$ cat config.mk
export PLATFORM = sky130hd
export DESIGN_NAME = spi_boot_top
export DESIGN_NICKNAME = d
export VERILOG_FILES = /design/src/hdl/spi_boot_pkg.sv /design/src/hdl/spi_boot_top.sv /design/src/hdl/uart_tx.sv /design/src/hdl/boot_fifo.sv /design/src/hdl/spi_flash_reader.sv
export SDC_FILE = /design/constraint.sdc
export NUM_CORES = 1
export LEC_CHECK = 0
export ABC_CLOCK_PERIOD_IN_PS = 6500
export BUFFER_PORTS_ARGS = -buffer_cell sky130_fd_sc_hd__buf_2
export CAP_MARGIN = 15
export CORE_MARGIN = 5
export CORE_UTILIZATION = 67
export DETAILED_ROUTE_END_ITERATION = 8
export PLACE_DENSITY = 0.86
export SLEW_MARGIN = 15
export SYNTH_ARGS = -nofsm -noshare
export SYNTH_HDL_FRONTEND = slang
export SYNTH_SLANG_ARGS = --single-unit
export TNS_END_PERCENT = 10
$ cat constraint.sdc
create_clock -name sys_clk_pad_i -period 6.5 [get_ports sys_clk_pad_i]
set_input_delay 1.3 -clock sys_clk_pad_i [delete_from_list [all_inputs] [get_ports sys_clk_pad_i]]
set_output_delay 1.3 -clock sys_clk_pad_i [all_outputs]
set_load 0.03 [all_outputs]
$ cat src/hdl/spi_boot_pkg.sv
`default_nettype none

package spi_boot_pkg;

	//////////////////////////////////////////////////////////////////////////////
	// Data types
	//////////////////////////////////////////////////////////////////////////////

	// One flash or UART data byte
	typedef logic [7:0]  byte_t;
	// Flash byte address
	typedef logic [23:0] flash_addr_t;
	// Reader credit count, 0 to FIFO_DEPTH
	typedef logic [3:0]  credit_t;

	//////////////////////////////////////////////////////////////////////////////
	// Boot copy constants
	//////////////////////////////////////////////////////////////////////////////

	localparam byte_t       FLASH_READ_CMD = 8'h03;
	localparam flash_addr_t BOOT_ADDR      = 24'h000000;
	localparam int          BOOT_LEN       = 64;
	localparam int          FIFO_DEPTH     = 8;
	// Clock cycles per SPI clock half period
	localparam int          SPI_HALF_DIV   = 2;
	// Clock cycles per UART bit, kept short for simulation
	localparam int          UART_BIT_DIV   = 16;

	// Derived widths
	localparam int FIFO_PTR_W = $clog2(FIFO_DEPTH);
	localparam int BYTE_CNT_W = $clog2(BOOT_LEN + 1);
	localparam int SPI_DIV_W  = $clog2(SPI_HALF_DIV + 1);
	localparam int UART_DIV_W = $clog2(UART_BIT_DIV + 1);
	// Command byte plus address, shifted out as one header
	localparam int SPI_HDR_W  = $bits(byte_t) + $bits(flash_addr_t);

	// Flash reader FSM
	typedef enum logic [2:0] {
		IDLE,
		CMD,
		ADDR,
		DATA,
		WAIT_CREDIT,
		DONE
	} reader_state_t;

endpackage

`default_nettype wire
$ cat src/hdl/spi_boot_top.sv
`timescale 1ns/1ps
`default_nettype none

module spi_boot_top import spi_boot_pkg::*; (
	input  wire logic sys_clk_pad_i,
	input  wire logic rst_n_i,
	input  wire logic spi_miso_i,
	output logic      spi_sck_o,
	output logic      spi_mosi_o,
	output logic      spi_cs_n_o,
	output logic      uart_tx_o,
	output logic      boot_done_o
);

	logic  push;
	byte_t push_data;
	logic  credit;
	byte_t head;
	logic  fifo_empty;
	logic  pop;
	logic  uart_idle;
	logic  read_done;

	//////////////////////////////////////////////////////////////////////////////
	// Flash reader, FIFO, UART
	//////////////////////////////////////////////////////////////////////////////

	spi_flash_reader spi_flash_reader_inst (
		.clk_i       (sys_clk_pad_i),
		.rst_n_i     (rst_n_i),
		.spi_miso_i  (spi_miso_i),
		.credit_i    (credit),
		.spi_sck_o   (spi_sck_o),
		.spi_mosi_o  (spi_mosi_o),
		.spi_cs_n_o  (spi_cs_n_o),
		.push_o      (push),
		.read_done_o (read_done),
		.push_data_o (push_data)
	);

	// Credits only on the reader side
	boot_fifo boot_fifo_inst (
		.clk_i       (sys_clk_pad_i),
		.rst_n_i     (rst_n_i),
		.push_i      (push),
		.pop_i       (pop),
		.push_data_i (push_data),
		.head_o      (head),
		.empty_o     (fifo_empty),
		.credit_o    (credit)
	);

	uart_tx uart_tx_inst (
		.clk_i     (sys_clk_pad_i),
		.rst_n_i   (rst_n_i),
		.empty_i   (fifo_empty),
		.data_i    (head),
		.pop_o     (pop),
		.uart_tx_o (uart_tx_o),
		.idle_o    (uart_idle)
	);

	// Sticky once the image has fully drained onto the line
	always_ff @(posedge sys_clk_pad_i or negedge rst_n_i) begin
		if (!rst_n_i) begin
			boot_done_o <= 1'b0;
		end else if (read_done && fifo_empty && uart_idle) begin
			boot_done_o <= 1'b1;
		end
	end

	a_done_at_rest: assert property (@(posedge sys_clk_pad_i) disable iff (!rst_n_i)
		$rose(boot_done_o) |-> (spi_cs_n_o && uart_tx_o));

endmodule

`default_nettype wire

$ cat src/hdl/uart_tx.sv
`timescale 1ns/1ps
`default_nettype none

module uart_tx import spi_boot_pkg::*; (
	input  wire logic  clk_i,
	input  wire logic  rst_n_i,
	input  wire logic  empty_i,
	input  wire byte_t data_i,
	output logic       pop_o,
	output logic       uart_tx_o,
	output logic       idle_o
);

	logic                  busy;
	logic [UART_DIV_W-1:0] bit_timer;
	logic [3:0]            bit_cnt;
	logic [8:0]            tx_shift;
	logic                  bit_end;

	//////////////////////////////////////////////////////////////////////////////
	// Pull from FIFO
	//////////////////////////////////////////////////////////////////////////////

	assign idle_o = !busy;
	// Take the head as soon as the line is free
	assign pop_o  = !busy && !empty_i;

	// Last cycle of the current bit
	assign bit_end = busy && (bit_timer == UART_DIV_W'(UART_BIT_DIV - 1));

	//////////////////////////////////////////////////////////////////////////////
	// 8N1 frame
	//////////////////////////////////////////////////////////////////////////////

	always_ff @(posedge clk_i or negedge rst_n_i) begin
		if (!rst_n_i) begin
			busy      <= 1'b0;
			bit_timer <= '0;
			bit_cnt   <= '0;
			uart_tx_o <= 1'b1;
		end else if (pop_o) begin
			// Start bit
			busy      <= 1'b1;
			bit_timer <= '0;
			bit_cnt   <= '0;
			uart_tx_o <= 1'b0;
		end else if (busy) begin
			if (bit_end) begin
				bit_timer <= '0;
				// Bit 9 is the stop bit, line already high
				if (bit_cnt == 4'd9) begin
					busy <= 1'b0;
				end else begin
					uart_tx_o <= tx_shift[0];
					bit_cnt   <= bit_cnt + 1'b1;
				end
			end else begin
				bit_timer <= bit_timer + 1'b1;
			end
		end
	end

	// Data LSB first, stop bit shifted in behind
	always_ff @(posedge clk_i) begin
		if (pop_o) begin
			tx_shift <= {1'b1, data_i};
		end else if (bit_end) begin
			tx_shift <= {1'b1, tx_shift[8:1]};
		end
	end

	// Pop only on a filled FIFO, frame starts the next cycle
	a_pop_not_empty: assert property (@(posedge clk_i) disable iff (!rst_n_i)
		pop_o |-> !empty_i ##1 (!uart_tx_o && !idle_o));

endmodule

`default_nettype wire

$ cat src/hdl/boot_fifo.sv
`timescale 1ns/1ps
`default_nettype none

module boot_fifo import spi_boot_pkg::*; (
	input  wire logic  clk_i,
	input  wire logic  rst_n_i,
	input  wire logic  push_i,
	input  wire logic  pop_i,
	input  wire byte_t push_data_i,
	output byte_t      head_o,
	output logic       empty_o,
	output logic       credit_o
);

	byte_t                 mem [FIFO_DEPTH];
	logic [FIFO_PTR_W-1:0] wr_ptr;
	logic [FIFO_PTR_W-1:0] rd_ptr;
	logic [FIFO_PTR_W:0]   count;
	logic                  full;

	//////////////////////////////////////////////////////////////////////////////
	// Status and head
	//////////////////////////////////////////////////////////////////////////////

	assign empty_o = (count == '0);
	assign full    = (count == (FIFO_PTR_W + 1)'(FIFO_DEPTH));

	// Head straight from storage, valid the cycle after a push
	assign head_o = mem[rd_ptr];

	// Storage
	always_ff @(posedge clk_i) begin
		if (push_i) begin
			mem[wr_ptr] <= push_data_i;
		end
	end

	//////////////////////////////////////////////////////////////////////////////
	// Pointers, occupancy and credit return
	//////////////////////////////////////////////////////////////////////////////

	always_ff @(posedge clk_i or negedge rst_n_i) begin
		if (!rst_n_i) begin
			wr_ptr   <= '0;
			rd_ptr   <= '0;
			count    <= '0;
			credit_o <= 1'b0;
		end else begin
			// Pointers wrap, depth is a power of two
			if (push_i) begin
				wr_ptr <= wr_ptr + 1'b1;
			end
			if (pop_i) begin
				rd_ptr <= rd_ptr + 1'b1;
			end
			case ({push_i, pop_i})
				2'b10:   count <= count + 1'b1;
				2'b01:   count <= count - 1'b1;
				default: count <= count;
			endcase
			// Freed slot goes back to the reader
			credit_o <= pop_i;
		end
	end

	a_no_push_when_full: assert property (@(posedge clk_i) disable iff (!rst_n_i)
		push_i |-> !full);

	a_no_pop_when_empty: assert property (@(posedge clk_i) disable iff (!rst_n_i)
		pop_i |-> !empty_o);

endmodule

`default_nettype wire

$ cat src/hdl/spi_flash_reader.sv
`timescale 1ns/1ps
`default_nettype none

module spi_flash_reader import spi_boot_pkg::*; (
	input  wire logic  clk_i,
	input  wire logic  rst_n_i,
	input  wire logic  spi_miso_i,
	input  wire logic  credit_i,
	output logic       spi_sck_o,
	output logic       spi_mosi_o,
	output logic       spi_cs_n_o,
	output logic       push_o,
	output byte_t      push_data_o,
	output logic       read_done_o
);

	reader_state_t          state;
	logic [SPI_HDR_W-1:0]   tx_shift;
	byte_t                  rx_shift;
	logic [4:0]             bit_cnt;
	logic [SPI_DIV_W-1:0]   div_cnt;
	logic [BYTE_CNT_W-1:0]  byte_cnt;
	credit_t                credit_cnt;
	reader_state_t          data_next;
	logic                   shifting;
	logic                   half_tick;
	logic                   sck_rise;
	logic                   sck_fall;
	logic                   last_bit;

	//////////////////////////////////////////////////////////////////////////////
	// SPI clock timing
	//////////////////////////////////////////////////////////////////////////////

	// Divider only runs while bits are moving
	assign shifting  = (state == CMD) || (state == ADDR) || (state == DATA);
	assign half_tick = shifting && (div_cnt == SPI_DIV_W'(SPI_HALF_DIV - 1));
	assign sck_rise  = half_tick && !spi_sck_o;
	assign sck_fall  = half_tick && spi_sck_o;

	// Address phase is 24 bits, command and data bytes are 8
	assign last_bit = (bit_cnt == ((state == ADDR) ? 5'($bits(flash_addr_t) - 1) : 5'd7));

	// Header MSB first, zeros once it is all out
	assign spi_mosi_o = tx_shift[SPI_HDR_W-1];

	// Next data byte only starts with a credit in hand
	assign data_next = (credit_cnt == '0) ? WAIT_CREDIT : DATA;

	//////////////////////////////////////////////////////////////////////////////
	// Reader FSM
	//////////////////////////////////////////////////////////////////////////////

	always_ff @(posedge clk_i or negedge rst_n_i) begin
		if (!rst_n_i) begin
			state       <= IDLE;
			spi_cs_n_o  <= 1'b1;
			spi_sck_o   <= 1'b0;
			div_cnt     <= '0;
			bit_cnt     <= '0;
			tx_shift    <= '0;
			byte_cnt    <= '0;
			push_o      <= 1'b0;
			read_done_o <= 1'b0;
		end else begin
			push_o <= 1'b0;
			if (shifting) begin
				div_cnt <= half_tick ? '0 : div_cnt + 1'b1;
			end
			if (half_tick) begin
				spi_sck_o <= !spi_sck_o;
			end
			case (state)
				IDLE: begin
					// Select flash and present first command bit
					state      <= CMD;
					spi_cs_n_o <= 1'b0;
					tx_shift   <= {FLASH_READ_CMD, BOOT_ADDR};
					bit_cnt    <= '0;
					div_cnt    <= '0;
				end
				CMD, ADDR: begin
					// MOSI moves on the falling edge
					if (sck_fall) begin
						tx_shift <= {tx_shift[SPI_HDR_W-2:0], 1'b0};
						if (last_bit) begin
							bit_cnt <= '0;
							state   <= (state == CMD) ? ADDR : data_next;
						end else begin
							bit_cnt <= bit_cnt + 1'b1;
						end
					end
				end
				DATA: begin
					// Eighth rising edge completes the byte
					if (sck_rise && last_bit) begin
						push_o   <= 1'b1;
						byte_cnt <= byte_cnt + 1'b1;
					end
					if (sck_fall) begin
						if (last_bit) begin
							bit_cnt <= '0;
							if (byte_cnt == BYTE_CNT_W'(BOOT_LEN)) begin
								state       <= DONE;
								spi_cs_n_o  <= 1'b1;
								read_done_o <= 1'b1;
							end else begin
								state <= data_next;
							end
						end else begin
							bit_cnt <= bit_cnt + 1'b1;
						end
					end
				end
				WAIT_CREDIT: begin
					// SCK parked low, divider frozen
					if (credit_cnt != '0) begin
						state <= DATA;
					end
				end
				default: begin
					// Image copied, stay deselected
				end
			endcase
		end
	end

	// Receive shift, MSB first on rising SCK
	always_ff @(posedge clk_i) begin
		if (state == DATA && sck_rise) begin
			rx_shift <= {rx_shift[6:0], spi_miso_i};
			if (last_bit) begin
				push_data_o <= {rx_shift[6:0], spi_miso_i};
			end
		end
	end

	// One credit spent per push, one back per FIFO pop
	always_ff @(posedge clk_i or negedge rst_n_i) begin
		if (!rst_n_i) begin
			credit_cnt <= credit_t'(FIFO_DEPTH);
		end else if (credit_i && !push_o) begin
			credit_cnt <= credit_cnt + 1'b1;
		end else if (push_o && !credit_i) begin
			credit_cnt <= credit_cnt - 1'b1;
		end
	end

	a_push_has_credit: assert property (@(posedge clk_i) disable iff (!rst_n_i)
		push_o |-> (credit_cnt != '0));

	a_cs_low_while_reading: assert property (@(posedge clk_i) disable iff (!rst_n_i)
		(state inside {CMD, ADDR, DATA, WAIT_CREDIT}) |-> !spi_cs_n_o);

endmodule

`default_nettype wire

==> results of run 1 <==
state kept, by name (all words and copies together), names as in the netlist, 3 cells and up:
name                               count
spi_flash_reader_inst.credit_cnt       4
uart_tx_inst.bit_timer                 5
spi_flash_reader_inst.rx_shift         7
spi_flash_reader_inst.byte_cnt         7
uart_tx_inst.tx_shift                  8
boot_fifo_inst.count                   4
boot_fifo_inst.wr_ptr                  3
boot_fifo_inst.rd_ptr                  3
uart_tx_inst.bit_cnt                   4
spi_flash_reader_inst.state            3
spi_flash_reader_inst.tx_shift         8
spi_flash_reader_inst.bit_cnt          5
boot_fifo_inst.mem                    64
spi_flash_reader_inst.push_data_o      8
synth_stat cells, drive strengths merged, types with 9 or more instances:
| cell | number | area share |
|---|---|---|
| buf | 9 | 0.0086 |
| dfrtp | 53 | 0.22 |
| edfxtp | 87 | 0.44 |
| ha | 14 | 0.029 |
| inv | 9 | 0.0056 |
| mux2i | 12 | 0.020 |
| mux4 | 16 | 0.060 |
| nand2 | 42 | 0.026 |
| nand3 | 14 | 0.012 |
| nor2 | 22 | 0.014 |
| o21ai | 19 | 0.016 |
| xnor2 | 13 | 0.019 |
| xor2 | 14 | 0.022 |
cell families after synthesis:
logic type,share of synthesized area
adder cells (fa/ha/maj),0.0326
AO/OA/AOI/OAI,0.0428
flip-flops,0.670
multiplexers,0.0877
AND/OR/NAND/NOR,0.109
XOR/XNOR,0.0407
buffers and inverters,0.0167
worst max-delay path by stage:
| stage | start | endpoint | slack (ns) | cells past startpoint |
|---|---|---|---|---|
| after floorplan | boot_fifo_inst.count[1] | boot_fifo_inst.count[2] | 4.28 | 10 |
| after CTS | boot_fifo_inst.count[1] | boot_fifo_inst.count[2] | 3.59 | 10 |
| after global routing | boot_fifo_inst.count[1] | boot_fifo_inst.count[2] | 3.28 | 10 |
| after detailed placement | boot_fifo_inst.count[1] | boot_fifo_inst.count[2] | 3.63 | 10 |
| final | boot_fifo_inst.count[1] | boot_fifo_inst.count[2] | 3.54 | 10 |
| after global placement | boot_fifo_inst.count[1] | boot_fifo_inst.count[2] | 3.83 | 10 |
per-layer routing:
layer  global-route usage  up-vias
li1                     -     1517
met1                0.248     1681
met2                0.371       76
met3               0.0536       16
met4               0.0639        0
met5                    0        -
per-stage QoR:
step	instances	hold WS, ns	worst slack (ns)
2_1_floorplan	401	0.400	4.28
3_3_place_gp	506	0.408	3.83
3_5_place_dp	506	0.405	3.63
4_1_cts	538	0.426	3.59
5_1_grt	538	0.444	3.28
6_report	538	0.424	3.54
report_power, final:
| group | switching, uW | internal, uW |
|---|---|---|
| Combinational | 6.60 | 0.813 |
| Sequential | 0 | 956 |
| Clock | 414 | 488 |
area by class of cell:
| cell class | count | area, um^2 |
|---|---|---|
| Clock buffer | 17 | 414 |
| Fill cell | 469 | 2050 |
| Timing Repair Buffer | 10 | 57.6 |
| Inverter | 9 | 33.8 |
| Clock inverter | 15 | 141 |
| Multi-Input combinational cell | 236 | 1870 |
| Sequential cell | 143 | 4020 |
| Tap cell | 108 | 135 |
==> metrics.txt, run 1 <==
status=complete, no violations; Crit Path Max Fanout=22; Most Frequent Cell on Critical Path=xor2_1; Async S/R FF share, synth=0.392; layout cell share with drive strength beyond 1=0.174; CP Class=reg2reg; Overall Power=1870 uW; Clock Sinks=143; Post-CTS Setup Repair Bufs=0; vias in the first global route=3472; Ant. Diodes=0; Reg2Reg Depth=10; clk slew on worst S/H paths=0.07 ns; router iterations before antenna repair=7; CP max stage cell=dfrtp_1; post-route cell area=0.00668 mm^2; DR vias=3290; maxcap violations=0; Fin Setup TNS=0 ns; Syn-to-layout area delta=11.4%; count of cell types in the netlist=49; Die ar.=0.0109 mm^2; Via density=6.12; post-cts sizing count=0; Worst Min Path Start=spi_flash_reader_inst.rx_shift[6]; Final Setup Violations=0; Util after Layout=0.765; Post-Route M1 WL=4180 um; cell area power density=280 mW/mm^2; FF+latch count, synth=143; Worst path top cell family by delay=simple AND/OR/NAND/NOR gates; Initial Util=0.687; CP Capture Type=flip-flop; commonest cells after routing, fill and taps aside=edfxtp_1, dfrtp_1, nand2_1, nor2_1, o21ai_0; # DRC=0; Highest Clock Rate=338 MHz; Hold Path Sink=spi_flash_reader_inst.push_data_o[7]; Slew HR=0.405; WL/cell=19.6 um; Met2 Wirelength=5790 um; Ports=8; crit path DAT=3.37 ns; worst vdd ir=166 uV; RD Place Congestion=0.778; Final nets=435; Post-synth EDFFs=87; RSZ-0062 raised after global routing=false; initial antenna violation count=0; clk buf depth=2; Synth Flop Type=edfxtp_1; min cycle time layout=2.96 ns; Placed Area=0.00612 mm^2; largest net degree at the start of global routing=57; crit path cell chain=nor4_1, or2_2, inv_1, ha_1, xor2_1, ha_1, a21oi_1, xor2_1, nor2_1, xor2_1; CTS Buf Count=17; Hold Violations, Final=0; Worst Hold Depth=0; syn_nets=419; GRT overflow=0; DR iter-0 viols=188; hold buffer count at CTS=0; r2r startpoint=boot_fifo_inst.count[1]; Tightest Pin Transition=0.888 ns; row cnt=34; PortBufs=7; most common cell after layout, fill and taps aside=edfxtp_1; Mapped Cells=401; first-pass GRT wire length=17500 um; worst path bufs/invs=1; CTS HTree Levels=4; Die Y=105 um; type of origin of the critical path=flip-flop; Root Driver=clkbuf_8; worst r2r dst=boot_fifo_inst.count[2]; Pins Over Slew Limit=0; Synth Warn #=0; syn_area_per_cell=14.9 um^2; area of the core=0.00872 mm^2; Fin Clk Skew=0.00911 ns; Hold Crit Class=reg2reg; Clock Latency Late Sink=0.52 ns; overall routed net length=10500 um; Pleak=0.00257 uW; share of the clock period used by the worst path=0.455; Worst EP required=6.91 ns; Max Used Layer=met4; total track usage=0.207; metal3 WL=447 um; die width=105 um; post-detail-place hpwl=6370 um; CP max stage delay=0.46 ns; CTS tree=done; synthesized cell area=0.00599 mm^2; flop2flop setup slack=3.54 ns; register area share after synthesis=0.670; Antenna Violating Nets Remaining=0
Power figures use the tool's default switching activity.
==> inputs of run 2 (changes only) <==
- ABC_AREA: not set -> 1
- ABC_CLOCK_PERIOD_IN_PS: 6500 -> 2600
- CORE_UTILIZATION: 67 -> 56
- PLACE_DENSITY: 0.86 -> 0.77
- clock period: 6.5 -> 2.6 ns (I/O delays scaled with it)
==> run 2 against run 1 <==
Effect of this change:
- sequential share of layout area shrank 2.5 points
- critical endpoint unchanged
- largest cell class unchanged
- first-iteration DRC count grew 45%
- global-route usage shrank 2.2 points
- critical path type unchanged
==> metrics.txt, run 2 <==
status=complete, no violations; most common cell in the synthesized netlist=nand2_1; clk slew on worst S/H paths=0.06 ns (about the same); Crit Path Max Fanout=4 (-82%); WL/cell=15.1 um (-23%); row cnt=38 (+12%); Commonest cells post-synth=nand2_1, edfxtp_1, nor2_1, dfrtp_1, o21ai_0; crit path DAT=2.46 ns (-0.91 ns); Tightest Pin Transition=0.791 ns (-0.0977 ns); largest net degree at the start of global routing=34 (-40%); Largest register FFs=64 (unchanged); filler cell count in the final layout=800 (+71%); worst r2r dst=boot_fifo_inst.count[2]; Mapped Cells=569 (+42%); Antenna Violating Nets Remaining=0 (unchanged); post-synth top area cell=edfxtp_1; router iterations before antenna repair=5 (-2); Final nets=608 (+40%); CP Class=reg2reg; die width=115 um (+10%); synthesized cell area=0.00620 mm^2 (+3.5%); Post-CTS Setup Repair Bufs=0 (unchanged); area of the core=0.0108 mm^2 (+24%); DR iter-0 viols=272 (+45%); Clock Sinks=143 (unchanged); initial antenna violation count=0 (unchanged); CTS HTree Levels=4 (unchanged); Highest Clock Rate=491 MHz (+45%); Reg2Reg Depth=11 (+1); Slew HR=0.471 (+0.0657); WHS=0.0632 ns (-0.361 ns); Worst path top cell family by delay=simple AND/OR/NAND/NOR gates; Die Y=115 um (+10%); Fin Clk Skew=0.00911 ns (+0.00000683 ns); first-pass GRT wire length=18800 um (+7.2%); Initial Util=0.572 (-0.115); Worst EP required=3.02 ns (-3.89 ns); post-detail-place hpwl=7400 um (+16%); Syn-to-layout area delta=12.3%; layout cell share with drive strength beyond 1=0.116 (-0.0583); multi-input logic area=0.00196 mm^2 (+4.7%); min cycle time layout=2.04 ns (-0.921 ns); Ant. Diodes=0 (unchanged); Root Driver=clkbuf_8; FF+latch count, synth=143 (unchanged); Pins Over Slew Limit=0 (unchanged); DR vias=4136 (+26%); Async S/R FF share, synth=0.392 (unchanged); post-cts sizing count=0 (unchanged); Ports=8 (unchanged); syn_nets=587 (+40%); maxcap violations=0 (unchanged); CTS Buf Count=17 (unchanged); crit path cell chain=nor2_1, nand3_1, nand2_1, inv_1, ha_1, xor2_1, ha_1, a21oi_1, nor2_1, nand3b_1, o21a_1; # DRC=0 (unchanged); Pleak=0.00286 uW (+11%); share of the synthesized area in the top cell type=0.421 (-0.0148); worst path bufs/invs=1 (unchanged); worst vdd ir=521 uV (+210%); count of cell types in the netlist=40 (-18%); flop2flop setup slack=0.56 ns (-2.98 ns); RD Place Congestion=0.858 (+10%); r2r startpoint=boot_fifo_inst.count[2]; Synth Flop Type=edfxtp_1; CP max stage cell=dfrtp_1; register area share after synthesis=0.648 (-0.0227); top area cells in the synthesized netlist=edfxtp_1, dfrtp_1, nand2_1, nor2_1, o21ai_0; overall routed net length=11300 um (+7.0%); Hold Violations, Final=0 (unchanged); vias in the first global route=4032 (+16%); hold buffer count at CTS=0 (unchanged); Synth Warn #=0 (unchanged); Post-synth EDFFs=87 (unchanged); total track usage=0.185 (-0.0221); cell area power density=659 mW/mm^2 (+140%); most common cell after layout, fill and taps aside=nand2_1; Fin Setup TNS=0 ns (unchanged); GRT overflow=0 (unchanged); share of the clock period used by the worst path=0.784 (+0.329); CTS tree=done; CP max stage delay=0.43 ns (-0.03 ns); clk buf depth=2 (unchanged); PortBufs=7 (unchanged); sequential cell area=0.00402 mm^2 (about the same); CP Capture Type=flip-flop; Die ar.=0.0133 mm^2 (+21%); Via density=5.57 (-9.0%); Largest Register=boot_fifo_inst.mem; Hold Crit Class=in2async; type of origin of the critical path=flip-flop; commonest cells after routing, fill and taps aside=nand2_1, edfxtp_1, nor2_1, dfrtp_1, o21ai_0; syn_area_per_cell=10.9 um^2 (-27%); RSZ-0062 raised after global routing=false; Clock Latency Late Sink=0.53 ns (about the same); Final Setup Violations=0 (unchanged)
## run 2: routing by layer
metal	vias to the layer above	part of all wire	global-route usage
met5	-	0	0
met4	0	0.016	0.0665
met3	22	0.044	0.0568
met2	112	0.51	0.311
met1	2012	0.43	0.228
li1	1990	-	-
## run 2: report_power, final
group / switching, uW / leakage, uW / internal [uW]
Combinational: 17.5 / 0.00109 / 4.08
Clock: 910 / 0.000250 / 1270
Sequential: 0 / 0.00152 / 2390
## run 2: worst max-delay path by stage
stage / start / endpoint / cells past startpoint
6_report: boot_fifo_inst.count[2] / boot_fifo_inst.count[2] / 11
5_1_grt: boot_fifo_inst.count[2] / boot_fifo_inst.count[2] / 11
2_1_floorplan: boot_fifo_inst.count[0] / boot_fifo_inst.count[2] / 12
4_1_cts: boot_fifo_inst.count[2] / boot_fifo_inst.count[2] / 11
3_5_place_dp: boot_fifo_inst.count[2] / boot_fifo_inst.count[2] / 11
3_3_place_gp: boot_fifo_inst.count[2] / boot_fifo_inst.count[2] / 11
## run 2: logic make-up after synthesis
logic type / Yosys count / synth area share
mux: 1 / 0.00182
fa+ha+maj: 15 / 0.0315
buf+inv: 57 / 0.0357
compound gates: 83 / 0.0793
xor+xnor: 16 / 0.0226
flops: 143 / 0.648
simple gates: 254 / 0.181
## run 2: cell type report
class	instances	area share
sequential	143	0.577
multi-input combinational	369	0.282
timing repair buffer	15	0.0154
clock buffer	19	0.0605
inverter	44	0.0237
clock inverter	13	0.0169
tap	140	0.0251
## run 2: stage by stage
| step | setup WS (ns) | utilization | power [uW] | instances | instance area [um^2] |
|---|---|---|---|---|---|
| detailed placement | 0.610 | 0.593 | 2460 | 711 | 6430 |
| CTS | 0.573 | 0.643 | 4610 | 743 | 6970 |
| global route | 0.357 | 0.643 | 4740 | 743 | 6970 |
| floorplan | 0.488 | - | 2440 | 569 | 6200 |
| global placement | 0.716 | 0.593 | 2460 | 711 | 6430 |
| finish | 0.561 | 0.643 | 4590 | 743 | 6970 |
==> inputs of run 3 (changes only) <==
- ABC_CLOCK_PERIOD_IN_PS: 2600 -> 1730
- clock period: 2.6 -> 1.73 ns (I/O delays scaled with it)
==> run 3 against run 2 <==
Effect of this change:
- core utilization up 4.2 points
- register-to-register slack worse by 0.63 ns
- first-iteration DRC count down 8.8%
- highest routed layer unchanged
- via count up 2.8%
- the flow now finishes with violations (setup timing)
- sequential power up 50%
- global-route usage up 0.74 points
==> metrics.txt, run 3 (synthesized netlist as in run 2, its figures left out) <==
status=finished with violations; violated checks=setup timing; CP max stage cell=dfrtp_1; min cycle time layout=1.79 ns (-0.244 ns); post-detail-place hpwl=7470 um (+0.91%); Pins Over Slew Limit=0 (unchanged); Clock Sinks=143 (unchanged); Ports=8 (unchanged); Placed Cells incl. Taps=734 (+3.2%); largest net degree at the start of global routing=57 (+68%); clk slew on worst S/H paths=0.06 ns (about the same); first-pass GRT wire length=19700 um (+4.8%); Largest Register=boot_fifo_inst.mem; Initial Util=0.572 (unchanged); cell area power density=1010 mW/mm^2 (+54%); most common cell after layout, fill and taps aside=nand2_1; DR vias=4251 (+2.8%); Antenna Violating Nets Remaining=0 (unchanged); overall routed net length=11700 um (+4.1%); initial antenna violation count=0 (unchanged); Root Driver=clkbuf_8; Fin Setup TNS=-0.0643 ns (-0.0643 ns); Slew HR=0.781 (+0.310); Syn-to-layout area delta=19.7%; vias in the first global route=4254 (+5.5%); worst vdd ir=604 uV (+16%); crit path DAT=2.20 ns (-0.26 ns); Ant. Diodes=0 (unchanged); PnR worst setup slack=-0.0643 ns (-0.626 ns); Largest register FFs=64 (unchanged); # DRC=0 (unchanged); crit path cell chain=nor2_2, nand3_1, nand2_2, inv_2, ha_4, xor2_2, ha_2, a21oi_2, nor2_1, nand3b_1, o21a_1; router iterations before antenna repair=5 (unchanged); Pleak=0.00309 uW (+8.1%); Clock Latency Late Sink=0.53 ns (about the same); Die Y=115 um (unchanged); CTS HTree Levels=4 (unchanged); CTS tree=done; die width=115 um (unchanged); CTS Buf Count=17 (unchanged); area of the core=0.0108 mm^2 (unchanged); clk buf depth=2 (unchanged); DR iter-0 viols=248 (-8.8%); Reg2Reg Depth=11 (unchanged); layout cell share with drive strength beyond 1=0.177 (+0.0608); CP Depth=11 (unchanged); Worst EP required=2.14 ns (-0.88 ns); RD Place Congestion=0.805 (-6.1%); Place WS=-0.0903 ns (-0.700 ns); GRT overflow=0 (unchanged); Hold Crit Class=in2async; Highest Clock Rate=557 MHz (+14%); CP Capture Type=flip-flop; CP max stage delay=0.38 ns (-0.05 ns); Die ar.=0.0133 mm^2 (unchanged); CP Class=reg2reg; worst path bufs/invs=1 (unchanged); Via density=5.50 (-1.2%); commonest cells after routing, fill and taps aside=nand2_1, edfxtp_1, nor2_1, dfrtp_1, o21ai_0; Final nets=638 (+4.9%); Hold Violations, Final=0 (unchanged); Worst path top cell family by delay=simple AND/OR/NAND/NOR gates; Fin Clk Skew=0.00806 ns (-0.00105 ns); Crit Path Max Fanout=3 (-1); Overall Power=7530 uW (+64%); type of origin of the critical path=flip-flop; final std cells w/o fill=773 (+4.0%); Final Setup Violations=1 (+1); total track usage=0.193 (+0.00737); RSZ-0062 raised after global routing=true; PortBufs=7 (unchanged); Tightest Pin Transition=0.327 ns (-0.463 ns); share of the clock period used by the worst path=1.04 (+0.253); WL/cell=15.2 um (about the same); row cnt=38 (unchanged); maxcap violations=0 (unchanged)
## run 3: changes by cell type in the layout (fill, tap and decap cells not counted), sizes merged, moves of 2 or more
cell	previous run	this run
buf	15	43
bufinv	1	5
clkinvlp	5	1
clkbuf	19	21
dlygate4sd3	0	2
## run 3: area by class of cell
type                            count  area, um^2
Multi-Input combinational cell    369        2030
Clock inverter                     11         189
Tap cell                          140         175
Sequential cell                   143        4020
Timing Repair Buffer               45         400
Clock buffer                       21         449
Fill cell                         753        3410
Inverter                           44         165
## run 3: routing by layer
layer	global-route usage	part of all wire	vias to the layer above
li1	-	-	2052
met1	0.235	0.42	2062
met2	0.321	0.51	105
met3	0.0489	0.048	32
met4	0.0931	0.022	0
met5	0	0	-
## run 3: path summary, 6_finish.rpt
| check | from | to | slack, ns |
|---|---|---|---|
| setup / recovery | boot_fifo_inst.count[2] | boot_fifo_inst.count[2] | -0.06 |
| hold / removal | rst_n_i | uart_tx_inst.bit_timer[0] | 0.34 |
| setup reg to reg | boot_fifo_inst.count[2] | boot_fifo_inst.count[2] | -0.06 |
| hold reg to reg | spi_flash_reader_inst.rx_shift[6] | spi_flash_reader_inst.push_data_o[7] | 0.45 |
| max in group asynchronous | rst_n_i | spi_flash_reader_inst.spi_cs_n_o | 1.08 |
| min in group sys_clk_pad_i | spi_flash_reader_inst.rx_shift[6] | spi_flash_reader_inst.push_data_o[7] | 0.45 |
## run 3: tightest hold or removal path, stage by stage
cell and delay (ns):
dlygate4sd3_1 0.52, buf_2 0.12, buf_12 0.27
## run 3: per-stage QoR
stage           util  hold slack, ns  cell area (um^2)
3_3_place_gp   0.617           0.366              6690
4_1_cts        0.679           0.348              7360
6_report       0.685           0.344              7430
5_1_grt        0.685           0.383              7430
3_5_place_dp   0.617           0.370              6690
2_1_floorplan      -          0.0504              6240
## run 3: timing repair
action / in CTS / in global routing
gates resized for setup: 1 / 10
pin swaps: 5 / 3
endpoints found under the hold margin: 55 / 0
setup endpoints to repair: 1 / 32
buffers inserted: 1 / 4
hold buffers: 2 / 0
## run 3: power breakdown
| group | internal [uW] | switching, uW | total (uW) |
|---|---|---|---|
| sequential | 3590 | 0 | 3590 |
| clock | 2560 | 1340 | 3890 |
| combinational | 9.33 | 26.5 | 35.8 |
| total | 6160 | 1360 | 7530 |
